`src/hw/vgc_timing_pkg.sv`:
```
package vgc_timing_pkg;

    // Raster counter widths
    localparam int h_w = 10;
    localparam int v_w = 9;

    // Raster position as it arrives from the external counters
    typedef struct packed {
        logic [h_w-1:0] h;  // Pixel column
        logic [v_w-1:0] v;  // Scan line
    } raster_t;

    // Active SHR window, 640 columns by 192 lines
    localparam logic [h_w-1:0] win_left   = 10'd32;
    localparam logic [h_w-1:0] win_right  = 10'd671;
    localparam logic [v_w-1:0] win_top    = 9'd16;
    localparam logic [v_w-1:0] win_bottom = 9'd207;

    // Palette bytes are fetched in columns 0..31 of the left border
    localparam logic [h_w-1:0] h_pal_last = 10'd31;

    // End-of-line events in the right border
    localparam logic [h_w-1:0] h_scb_addr  = 10'h38c;  // SCB address goes out
    localparam logic [h_w-1:0] h_scb_load  = 10'h38e;  // SCB byte captured
    localparam logic [h_w-1:0] h_irq_clear = 10'h390;  // Scanline IRQ dropped

    // First line below the window
    localparam logic [v_w-1:0] v_vbl = 9'd208;

endpackage

```
`src/hw/shr_mem_pkg.sv`:
```
package shr_mem_pkg;

    // Video memory address width
    localparam int vaddr_w = 23;

    // SHR bank layout, offsets from the bank base
    localparam logic [vaddr_w-1:0] pix_base_off = 23'h00000;  // 200 lines of 160 bytes
    localparam logic [vaddr_w-1:0] scb_off      = 23'h07d00;  // One SCB per line
    localparam logic [vaddr_w-1:0] pal_off      = 23'h07e00;  // 16 palettes

    localparam int line_bytes = 160;
    localparam int pal_bytes  = 32;  // 16 colours of two bytes

    // Scanline control byte
    typedef struct packed {
        logic       mode_640;  // 640 columns, 2 bits per pixel
        logic       irq_en;    // Raise scanline IRQ for this line
        logic       fill;      // 320 mode fill, colour 0 repeats
        logic       rsvd;
        logic [3:0] pal_sel;   // Palette used by this line
    } scb_t;

    // 320 mode view of a pixel byte
    typedef struct packed {
        logic [3:0] hi;  // Left pixel
        logic [3:0] lo;  // Right pixel
    } pix_nib_t;

    // Same byte, decoded per line mode
    typedef union packed {
        pix_nib_t        nib;    // 320 mode
        logic [3:0][1:0] crumb;  // 640 mode, crumb[3] is the leftmost pixel
    } pix_byte_u;

    // 4 bits per gun
    typedef struct packed {
        logic [3:0] r;
        logic [3:0] g;
        logic [3:0] b;
    } rgb12_t;

    // One palette byte write
    typedef struct packed {
        logic       strobe;
        logic [3:0] index;     // Palette entry
        logic       odd_byte;  // Red byte, else green/blue byte
    } pal_wr_t;

    // Fixed IIgs colours, used for the border
    localparam rgb12_t border_table [16] = '{
        12'h000, 12'hd03, 12'h009, 12'hd2d,  // Black, deep red, dark blue, purple
        12'h072, 12'h555, 12'h22f, 12'h6af,  // Greens and blues
        12'h850, 12'hf60, 12'haaa, 12'hf98,  // Brown, orange, grey, pink
        12'h1d0, 12'hff0, 12'h4f9, 12'hfff   // Light green to white
    };

endpackage

```
`src/hw/shr_line_fetch.sv`:
```
`timescale 1ns/100ps

module shr_line_fetch
    import vgc_timing_pkg::*;
    import shr_mem_pkg::*;
#(
    parameter logic [vaddr_w-1:0] shr_base = 23'h12000
) (
    input  logic               clk_vid,
    input  logic               rst_n,
    input  logic               ce_pix,
    input  raster_t            raster,
    input  logic [7:0]         video_data,
    input  logic               shr_enable,
    output logic [vaddr_w-1:0] video_addr,
    output scb_t               scb,
    output pal_wr_t            pal_wr,
    output logic [7:0]         pal_byte,
    output pix_byte_u          pix_byte,
    output logic               scanline_irq
);

    scb_t               scb_in;       // Memory byte seen as an SCB
    logic               in_pal;       // Palette fetch columns
    logic               in_pix;       // Pixel fetch columns
    logic               irq_line_ok;  // Lines that may raise the scanline IRQ
    logic [vaddr_w-1:0] v_rel;        // Line number inside the window
    logic [vaddr_w-1:0] scb_addr;
    logic [vaddr_w-1:0] pal_addr;
    logic [vaddr_w-1:0] pix_addr;

    assign scb_in = scb_t'(video_data);

    assign in_pal = raster.h <= h_pal_last;
    assign in_pix = raster.h >= win_left && raster.h <= win_right;

    // Lines 16..205
    assign irq_line_ok = raster.v >= win_top && raster.v < win_bottom - 1'b1;

    // Wraps above the window, harmless there
    assign v_rel = vaddr_w'(raster.v) - vaddr_w'(win_top);

    // Fetched at the end of a line, so the SCB is the next line's one
    assign scb_addr = shr_base + scb_off + v_rel + 1'b1;
    assign pal_addr = shr_base + pal_off + vaddr_w'(scb_in.pal_sel) * vaddr_w'(pal_bytes);
    assign pix_addr = shr_base + pix_base_off + v_rel * vaddr_w'(line_bytes);

    // Address sequence and SCB capture
    always_ff @(posedge clk_vid) begin
        if (!rst_n) begin
            video_addr   <= '0;
            scb          <= '0;
            scanline_irq <= 1'b0;
        end else if (ce_pix) begin
            if (raster.h == h_scb_addr) begin
                video_addr <= scb_addr;
            end else if (raster.h == h_scb_load) begin
                scb        <= scb_in;
                video_addr <= pal_addr;  // Palette of the new line
                if (scb_in.irq_en && shr_enable && irq_line_ok) begin
                    scanline_irq <= 1'b1;
                end
            end else if (raster.h == h_irq_clear) begin
                scanline_irq <= 1'b0;
            end else if (raster.h == h_pal_last) begin
                video_addr <= pix_addr;  // Last palette byte, jump to pixel data
            end else if (in_pal) begin
                video_addr <= video_addr + 1'b1;
            end else if (in_pix && raster.h[1:0] == 2'd3) begin
                // Window starts on a multiple of 4, so h[1:0] is the sub-position
                video_addr <= video_addr + 1'b1;
            end
        end
    end

    // One byte covers four columns
    always_ff @(posedge clk_vid) begin
        if (ce_pix && in_pix && raster.h[1:0] == 2'd0) begin
            pix_byte <= pix_byte_u'(video_data);
        end
    end

    // Palette bytes in memory order, green/blue first then red
    always_comb begin
        pal_wr.strobe   = ce_pix && in_pal;
        pal_wr.index    = raster.h[4:1];  // Two bytes per entry
        pal_wr.odd_byte = raster.h[0];
    end

    assign pal_byte = video_data;

endmodule

```
`src/hw/shr_palette.sv`:
```
`timescale 1ns/100ps

module shr_palette
    import shr_mem_pkg::*;
(
    input  logic          clk_vid,
    input  pal_wr_t       pal_wr,
    input  logic [7:0]    pal_byte,
    output rgb12_t [15:0] pal_rd
);

    // Colours of the current line
    rgb12_t pal_mem [16];

    // Strobe already carries the pixel enable
    always_ff @(posedge clk_vid) begin
        if (pal_wr.strobe) begin
            if (pal_wr.odd_byte) begin
                pal_mem[pal_wr.index].r <= pal_byte[3:0];  // High nibble unused
            end else begin
                pal_mem[pal_wr.index].g <= pal_byte[7:4];
                pal_mem[pal_wr.index].b <= pal_byte[3:0];
            end
        end
    end

    // Every entry visible at once for the decoder's lookup
    always_comb begin
        for (int i = 0; i < 16; i++) begin
            pal_rd[i] = pal_mem[i];
        end
    end

endmodule

```
`src/hw/shr_pixel_decode.sv`:
```
`timescale 1ns/100ps

module shr_pixel_decode
    import vgc_timing_pkg::*;
    import shr_mem_pkg::*;
(
    input  logic          clk_vid,
    input  logic          rst_n,
    input  logic          ce_pix,
    input  raster_t       raster,
    input  scb_t          scb,
    input  pix_byte_u     pix_byte,
    input  rgb12_t [15:0] pal_rd,
    output rgb12_t        pix_color
);

    logic [h_w-1:0] col_h;       // Column being decoded, one behind the raster
    logic [1:0]     sub_pos;     // Pixel inside the fetched byte
    logic           col_in_win;
    logic [3:0]     nib;         // 320 mode nibble for this column
    logic [3:0]     idx_320;
    logic [3:0]     idx_640;
    logic [3:0]     pix_idx;
    logic [3:0]     last_idx;    // Fill mode memory

    assign sub_pos    = col_h[1:0];
    assign col_in_win = col_h >= win_left && col_h <= win_right;

    // 320 mode: each nibble spans two columns
    assign nib     = sub_pos[1] ? pix_byte.nib.lo : pix_byte.nib.hi;
    assign idx_320 = (scb.fill && nib == 4'd0) ? last_idx : nib;

    // 640 mode: crumbs left to right use banks 8, 12, 0, 4
    assign idx_640 = {~sub_pos[1], sub_pos[0], pix_byte.crumb[~sub_pos]};

    assign pix_idx = scb.mode_640 ? idx_640 : idx_320;

    always_ff @(posedge clk_vid) begin
        if (!rst_n) begin
            col_h    <= '0;
            last_idx <= '0;
        end else if (ce_pix) begin
            col_h <= raster.h;
            if (raster.h == h_pal_last) begin
                last_idx <= '0;  // Each line starts from colour 0
            end else if (col_in_win && !scb.mode_640) begin
                last_idx <= idx_320;
            end
        end
    end

    // Colour of col_h, ready one edge later for the output stage
    always_ff @(posedge clk_vid) begin
        if (ce_pix) begin
            pix_color <= pal_rd[pix_idx];
        end
    end

endmodule

```
`src/hw/vgc_video_out.sv`:
```
`timescale 1ns/100ps

module vgc_video_out
    import vgc_timing_pkg::*;
    import shr_mem_pkg::*;
(
    input  logic       clk_vid,
    input  logic       rst_n,
    input  logic       ce_pix,
    input  raster_t    raster,
    input  logic       shr_enable,
    input  logic [3:0] border_color,
    input  rgb12_t     pix_color,
    output logic [7:0] rgb_r,
    output logic [7:0] rgb_g,
    output logic [7:0] rgb_b,
    output logic       vbl_irq
);

    raster_t        raster_d;    // Raster of the previous edge
    logic [h_w-1:0] col_h;       // Column whose colour sits in pix_color
    logic           h_in_win;
    logic           v_in_win;
    logic           show_pix;
    rgb12_t         border_rgb;
    rgb12_t         out_rgb;

    // pix_color trails raster_d by one more column
    assign col_h = raster_d.h - 1'b1;

    assign h_in_win = col_h >= win_left && col_h <= win_right;
    assign v_in_win = raster_d.v >= win_top && raster_d.v <= win_bottom;
    assign show_pix = shr_enable && h_in_win && v_in_win;

    assign border_rgb = border_table[border_color];
    assign out_rgb    = show_pix ? pix_color : border_rgb;

    always_ff @(posedge clk_vid) begin
        if (!rst_n) begin
            raster_d <= '0;
            rgb_r    <= '0;
            rgb_g    <= '0;
            rgb_b    <= '0;
            vbl_irq  <= 1'b0;
        end else if (ce_pix) begin
            raster_d <= raster;
            // Nibble doubling gives full-scale 8-bit guns
            rgb_r    <= {out_rgb.r, out_rgb.r};
            rgb_g    <= {out_rgb.g, out_rgb.g};
            rgb_b    <= {out_rgb.b, out_rgb.b};
            vbl_irq  <= raster.v == v_vbl;  // Whole line below the window
        end
    end

endmodule

```
`src/hw/vgc_top.sv`:
```
`timescale 1ns/100ps

module vgc_top
    import vgc_timing_pkg::*;
    import shr_mem_pkg::*;
#(
    parameter logic [vaddr_w-1:0] shr_base = 23'h12000  // SHR bank in the flat video space
) (
    input  logic               clk_vid,
    input  logic               rst_n,
    input  logic               ce_pix,
    input  raster_t            raster,
    input  logic [7:0]         video_data,
    input  logic               shr_enable,
    input  logic [3:0]         border_color,
    output logic [vaddr_w-1:0] video_addr,
    output logic [7:0]         rgb_r,
    output logic [7:0]         rgb_g,
    output logic [7:0]         rgb_b,
    output logic               scanline_irq,
    output logic               vbl_irq
);

    scb_t          scb;        // Control byte of the current line
    pal_wr_t       pal_wr;
    logic [7:0]    pal_byte;
    pix_byte_u     pix_byte;   // Latched pixel byte
    rgb12_t [15:0] pal_rd;
    rgb12_t        pix_color;  // Decoded colour, one column behind

    // Memory sequencer
    shr_line_fetch #(
        .shr_base (shr_base)
    ) i_line_fetch (
        .clk_vid      (clk_vid),
        .rst_n        (rst_n),
        .ce_pix       (ce_pix),
        .raster       (raster),
        .video_data   (video_data),
        .shr_enable   (shr_enable),
        .video_addr   (video_addr),
        .scb          (scb),
        .pal_wr       (pal_wr),
        .pal_byte     (pal_byte),
        .pix_byte     (pix_byte),
        .scanline_irq (scanline_irq)
    );

    shr_palette i_palette (
        .clk_vid  (clk_vid),
        .pal_wr   (pal_wr),
        .pal_byte (pal_byte),
        .pal_rd   (pal_rd)
    );

    shr_pixel_decode i_pixel_decode (
        .clk_vid   (clk_vid),
        .rst_n     (rst_n),
        .ce_pix    (ce_pix),
        .raster    (raster),
        .scb       (scb),
        .pix_byte  (pix_byte),
        .pal_rd    (pal_rd),
        .pix_color (pix_color)
    );

    // Border select and RGB registers
    vgc_video_out i_video_out (
        .clk_vid      (clk_vid),
        .rst_n        (rst_n),
        .ce_pix       (ce_pix),
        .raster       (raster),
        .shr_enable   (shr_enable),
        .border_color (border_color),
        .pix_color    (pix_color),
        .rgb_r        (rgb_r),
        .rgb_g        (rgb_g),
        .rgb_b        (rgb_b),
        .vbl_irq      (vbl_irq)
    );

endmodule

```
`config.mk`:
```
export PLATFORM = sky130hd
export DESIGN_NAME = vgc_top
export DESIGN_NICKNAME = d
export VERILOG_FILES = /design/src/hw/vgc_timing_pkg.sv /design/src/hw/shr_mem_pkg.sv /design/src/hw/shr_line_fetch.sv /design/src/hw/shr_palette.sv /design/src/hw/shr_pixel_decode.sv /design/src/hw/vgc_video_out.sv /design/src/hw/vgc_top.sv
export SDC_FILE = /design/constraint.sdc
export NUM_CORES = 1
export LEC_CHECK = 0
export ABC_AREA = 1
export BUFFER_PORTS_ARGS = -buffer_cell sky130_fd_sc_hd__clkbuf_2
export CAP_MARGIN = 15
export CORE_ASPECT_RATIO = 1.75
export CORE_MARGIN = 2
export CORE_UTILIZATION = 35
export DETAILED_ROUTE_END_ITERATION = 8
export PLACE_DENSITY = 0.58
export SETUP_SLACK_MARGIN = 0.3
export SYNTH_ARGS = -nofsm -noshare
export SYNTH_HDL_FRONTEND = slang
export SYNTH_HIERARCHICAL = 1
export SYNTH_SLANG_ARGS = --single-unit
```
`constraint.sdc`:
```
create_clock -name clk_vid -period 3.03 [get_ports clk_vid]
set_input_delay 0.4545 -clock clk_vid [delete_from_list [all_inputs] [get_ports clk_vid]]
set_output_delay 0.4545 -clock clk_vid [all_outputs]
set_load 0.01 [all_outputs]
```
==> results.json, run 1 <==
{
  "status": "complete, no violations",
  "start_util_pct": 35.3,
  "dp_slack_ns": -0.102,
  "numPlacedInstances": 2362,
  "cts_sinks": 277,
  "slew_headroom_pct": 56.5,
  "hpwl_mm": 31.8,
  "die_area_mm2": 0.0443,
  "worstHoldPathCells": 3,
  "worst_slack_ns": 0.436,
  "clk_pin_slew_ns": 0.06,
  "fin_crit_sh_pct": 85.6,
  "holdPathEnd": "i_video_out/raster_d[8]",
  "final.setup_skew_ns": 0.0188,
  "synth_fp_nets": 1800,
  "io_buffers": 83,
  "path_max_fanout": 66,
  "area_growth_pct": 15.4,
  "first_global_vias": 12412,
  "drive_gt1_share_pct": 17.7,
  "dieHeight_um": 277,
  "grt-ovfl-total": 0,
  "maxCapViolCount": 0,
  "fin_crit_ns": 2.59,
  "nets": 1896,
  "fillers": 4311,
  "endpoint_kind": "flop",
  "root_buffer": "clkbuf_16",
  "grt_pass1_wl_mm": 67.8,
  "grt_use_total_pct": 19.6,
  "first_iter_violations": 745,
  "remaining_drc_errors": 0,
  "critPathKind": "reg -> reg",
  "rsz0062_at_grt": "yes",
  "tightest_slew_ns": 0.653,
  "p_leak_nw": 7.34,
  "synth_area_mm2": 0.0149,
  "hold_buffers": 0,
  "hp-start": "raster[8]",
  "wire_per_inst_um": 18.3,
  "cts-htree-levels": 1,
  "worstSetupStartpoint": "i_pixel_decode/col_h[1]",
  "num_vias": 12243,
  "r2r_start": "i_pixel_decode/col_h[1]",
  "critPathLaunchType": "flop",
  "numCtsBuffers": 26,
  "hold_class": "in -> reg",
  "synth_area_per_cell_um2": 8.60,
  "cp.arrival_ns": 2.85,
  "clock_latency_ns": 0.55,
  "clock.fmax_mhz": 386,
  "clock_path_buffers": 3,
  "rr_endpoint": "i_pixel_decode/pix_color[4]",
  "drt_wl_total_mm": 44.1,
  "drt_first_pass_iters": 4,
  "antenna_left": 0,
  "antenna_found_initial": 0,
  "synth-warning-count": 6,
  "tritoncts": "built",
  "fp.dieW_um": 160,
  "worstRegToRegCells": 14,
  "row_count": 100,
  "ir_worst_vdd_v": 0.000353,
  "routabilityCongestion": 0.909,
  "r2r_slack_ns": 0.44,
  "synthCells": 1735,
  "finalMaxSlewViolations": 0,
  "required_ns": 3.29,
  "grt_max_degree": 89,
  "setup_violations": 0,
  "p_per_area_mw_per_mm2": 521,
  "num_antenna_cells": 0,
  "hold_viol": 0,
  "drt-vias-per-instance": 5.08,
  "num_io_pins": 84,
  "core_mm2": 0.0423,
  "layoutNonFillerInstCount": 2412
}
## worst max-delay path, cell delays in order, from the launching register on
cell and delay, ns:
dfxtp_1 0.43, inv_2 0.12, nand2_1 0.11, nand2_1 0.08, nor2_2 0.14, nand3_1 0.15, nand3_4 0.19, nand2_2 0.09
buf_12 0.19, nand2_1 0.13, nand2_1 0.06, nand2_1 0.09, nand3_1 0.09, nand3_1 0.21, nand2_1 0.16
## worst max path at each step
stage | to | slack, ns | cells after the start
2_1_floorplan | i_line_fetch/video_addr[19] | 0.31 | 20
3_3_place_gp | i_line_fetch/video_addr[19] | -0.03 | 21
3_5_place_dp | i_line_fetch/video_addr[19] | -0.10 | 21
4_1_cts | i_pixel_decode/pix_color[4] | 0.38 | 14
5_1_grt | i_line_fetch/video_addr[19] | 0.26 | 21
6_report | i_pixel_decode/pix_color[4] | 0.44 | 14
## stage by stage
| stage | hold slack [ns] | instance area, um2 | power, W | TNS (ns) | utilization (%) |
|---|---|---|---|---|---|
| global route | 0.241 | 17200 | 0.00932 | 0 | 40.7 |
| detailed placement | 0.453 | 16200 | 0.00554 | -0.495 | 38.3 |
| floorplan | 0.434 | 15000 | 0.00510 | 0 | - |
| global placement | 0.449 | 16200 | 0.00553 | -0.108 | 38.3 |
| finish | 0.245 | 17200 | 0.00897 | 0 | 40.7 |
| CTS | 0.220 | 17100 | 0.00902 | 0 | 40.5 |
## routing by layer
| layer | wire (um) | GRT usage, % |
|---|---|---|
| met1 | 15300 | 19.1 |
| met2 | 24500 | 39.0 |
| met3 | 1540 | 1.80 |
| met4 | 2800 | 12.0 |
| met5 | 0 | 0 |
## sequential cells by signal, summed over array words and instances (netlist names)
| name | flops |
|---|---|
| i_pixel_decode/col_h | 7 |
| i_video_out/raster_d | 15 |
| i_palette/pal_mem | 192 |
| i_line_fetch/scb | 2 |
| i_video_out/rgb_g | 4 |
| i_pixel_decode/last_idx | 4 |
| i_video_out/rgb_r | 4 |
| i_line_fetch/scanline_irq | 1 |
| i_video_out/vbl_irq | 1 |
| i_line_fetch/pix_byte | 8 |
| i_pixel_decode/pix_color | 12 |
| i_video_out/rgb_b | 4 |
| i_line_fetch/video_addr | 23 |
## cells in the final DEF, fill, tap and decap left out, types with 5 or more instances in the layout
cell	count
bufinv_16	5
nand2_4	5
edfxtp_1	212
a21oi_1	63
nor2_1	116
ha_4	10
ha_1	19
o21ai_0	63
dfxtp_1	65
nand2_2	25
nor3_1	10
nand3b_1	5
nand4_1	14
clkbuf_2	83
nand3_2	14
a31oi_1	11
clkinv_1	9
nor4_1	6
buf_12	7
a21oi_2	15
nand3_1	279
xor2_1	7
inv_1	215
inv_2	13
o211ai_1	7
buf_4	75
clkbuf_16	27
nor2_2	14
nand2_1	390
## report_power, final
part | internal [W] | switching [W] | total (W)
combinational | 0.000442 | 0.000831 | 0.00127
sequential | 0.00416 | 0.0000540 | 0.00421
clock | 0.00205 | 0.00144 | 0.00349
## what timing repair did
| item | in CTS | in global routing |
|---|---|---|
| buffers inserted | 0 | 2 |
| endpoints found under the setup margin | 0 | 13 |
| resized for setup | 0 | 8 |
| endpoints found under the hold margin | 0 | 0 |
## layout make-up
type	instances	area, um2	share of cell area, %
Sequential cell	277	7670	44.5
Multi-Input combinational cell	1128	5930	34.5
Timing Repair Buffer	165	1120	6.50
Inverter	233	886	5.15
Tap cell	561	702	4.08
Clock buffer	28	679	3.95
Clock inverter	20	228	1.32
Power figures use the tool's default switching activity.
==> run 2, diff against run 1 <==
==> constraint.sdc (replaced) <==
create_clock -name clk_vid -period 3.03 [get_ports clk_vid]
set_input_delay 0.606 -clock clk_vid [delete_from_list [all_inputs] [get_ports clk_vid]]
set_output_delay 0.606 -clock clk_vid [all_outputs]
set_load 0.01 [all_outputs]
==> results.json, run 2 (synthesis results as in run 1) <==
{
  "rsz0062_at_grt": "yes",
  "setup_violations": 0,
  "place_area_mm2": 0.0163,
  "fin_crit_sh_pct": 86.4,
  "fin_area_mm2": 0.0176,
  "area_growth_pct": 17.7,
  "num_vias": 12280,
  "numCtsBuffers": 25,
  "remaining_drc_errors": 0,
  "ir_worst_vdd_v": 0.000367,
  "root_buffer": "clkbuf_16",
  "tns_ns": 0,
  "die_area_mm2": 0.0443,
  "fin_util_pct": 41.5,
  "largest_reg_flops": 192,
  "hold_class": "in -> reg",
  "layout_common_cells": "370 x nand2_1, 272 x nand3_1, 212 x edfxtp_1",
  "num_io_pins": 84,
  "layout_commonest_cell": "nand2_1",
  "cts-htree-levels": 1,
  "fillers": 4276,
  "grt_use_total_pct": 19.6,
  "grt_max_degree": 97,
  "num_antenna_cells": 0,
  "antenna_left": 0,
  "grt-ovfl-total": 0,
  "core_mm2": 0.0423,
  "cts_sinks": 277,
  "path_max_fanout": 5,
  "start_util_pct": 35.3,
  "final.setup_skew_ns": 0.00893,
  "nets": 1910,
  "seqCellArea_mm2": 0.00767,
  "fp.dieW_um": 160,
  "antenna_found_initial": 0,
  "first_iter_violations": 917,
  "reg_top3": "i_palette/pal_mem: 192 flops, i_line_fetch/video_addr: 23 flops, i_video_out/raster_d: 15 flops",
  "critPathLaunchType": "input port",
  "multi_input_area_mm2": 0.00616,
  "clk_pin_slew_ns": 0.07,
  "grt_pass1_wl_mm": 67.8,
  "dieHeight_um": 277,
  "cp.arrival_ns": 3.08,
  "io_buffers": 83,
  "required_ns": 3.49,
  "clock_latency_ns": 0.54,
  "tightest_slew_ns": 0.666,
  "finalMaxSlewViolations": 0,
  "drt_wl_total_mm": 45.0,
  "status": "complete, no violations",
  "routabilityCongestion": 0.917,
  "p_per_area_mw_per_mm2": 519,
  "row_count": 100,
  "slew_headroom_pct": 55.5,
  "hpwl_mm": 31.8,
  "clock.fmax_mhz": 382,
  "drt_first_pass_iters": 5,
  "tritoncts": "built",
  "critPathKind": "in -> reg",
  "drive_gt1_share_pct": 20.9,
  "first_global_vias": 12176,
  "clock_path_buffers": 3,
  "wire_per_inst_um": 18.5,
  "p_leak_nw": 7.43,
  "hold_viol": 0,
  "largest-register": "i_palette/pal_mem",
  "drt-vias-per-instance": 5.07,
  "maxCapViolCount": 0,
  "fin_crit_ns": 2.62,
  "endpoint_kind": "flop"
}
[run 2: cell count changes in the layout (fill, tap and decap cells not counted), sizes merged]
cell    delta
buf       +15
clkbuf     +1
bufinv     +1
clkinv     -5
[run 2: critical path, stage by stage]
cell and delay, ns:
buf_4 0.12, clkinvlp_4 0.12, nand3_2 0.10, xor2_2 0.16, buf_4 0.14, ha_1 0.31
ha_4 0.32, nand2_2 0.07, inv_1 0.06, nand2_1 0.07, buf_4 0.13, nand3_1 0.09
nand2_2 0.13, buf_4 0.17, nand3_1 0.07, nand3_1 0.10, nand3_1 0.12, nand2_1 0.06
a21oi_1 0.12
[run 2: what timing repair did]
item                                    in CTS  in global routing
buffers inserted                             0                  8
endpoints found under the setup margin       0                 18
hold buffers                                 0                  0
gates resized for setup                      0                 69
[run 2: area by class of cell]
cell class	instances	share of cell area, %
flip-flops and latches	277	43.7
multi-input cells	1128	35.1
repair buffers	180	7.19
inverters	233	5.03
well taps	561	4.00
clock buffers	29	3.65
clock inverters	16	1.35
[run 2: metal layers]
layer	vias up	share of wire [%]	wire, um	global-route usage (%)
li1	5974	-	-	-
met1	5879	35	15600	19.1
met2	310	56	25000	38.6
met3	117	3.5	1570	2.19
met4	0	6.3	2830	12.3
met5	-	0	0	0
[run 2: through the flow]
stage / power, W / std cells / setup WS, ns / hold slack [ns]
finish: 0.00910 / 2424 / 0.413 / 0.396
global route: 0.00943 / 2424 / 0.244 / 0.411
detailed placement: 0.00557 / 2370 / -0.181 / 0.455
floorplan: 0.00511 / 1735 / 0.162 / 0.434
CTS: 0.00901 / 2415 / 0.351 / 0.368
global placement: 0.00555 / 2370 / -0.183 / 0.445
[run 2: report_power, final]
group / leakage (nW) / internal (W) / switching [W]
clock: 0.416 / 0.00203 / 0.00143
sequential: 2.45 / 0.00416 / 0.0000525
combinational: 4.57 / 0.000525 / 0.000913
total: 7.43 / 0.00671 / 0.00239
[run 2: path summary, 6_finish.rpt]
kind                                 start                           to  slack (ns)  cells past startpoint
setup / recovery                 raster[5]  i_line_fetch/video_addr[20]        0.41                     19
hold / removal                   raster[7]      i_video_out/raster_d[7]        0.40                      3
setup reg to reg   i_pixel_decode/col_h[1]  i_pixel_decode/pix_color[4]        0.51                     14
hold reg to reg   i_video_out/raster_d[13]     i_video_out/raster_d[13]        0.46                      2
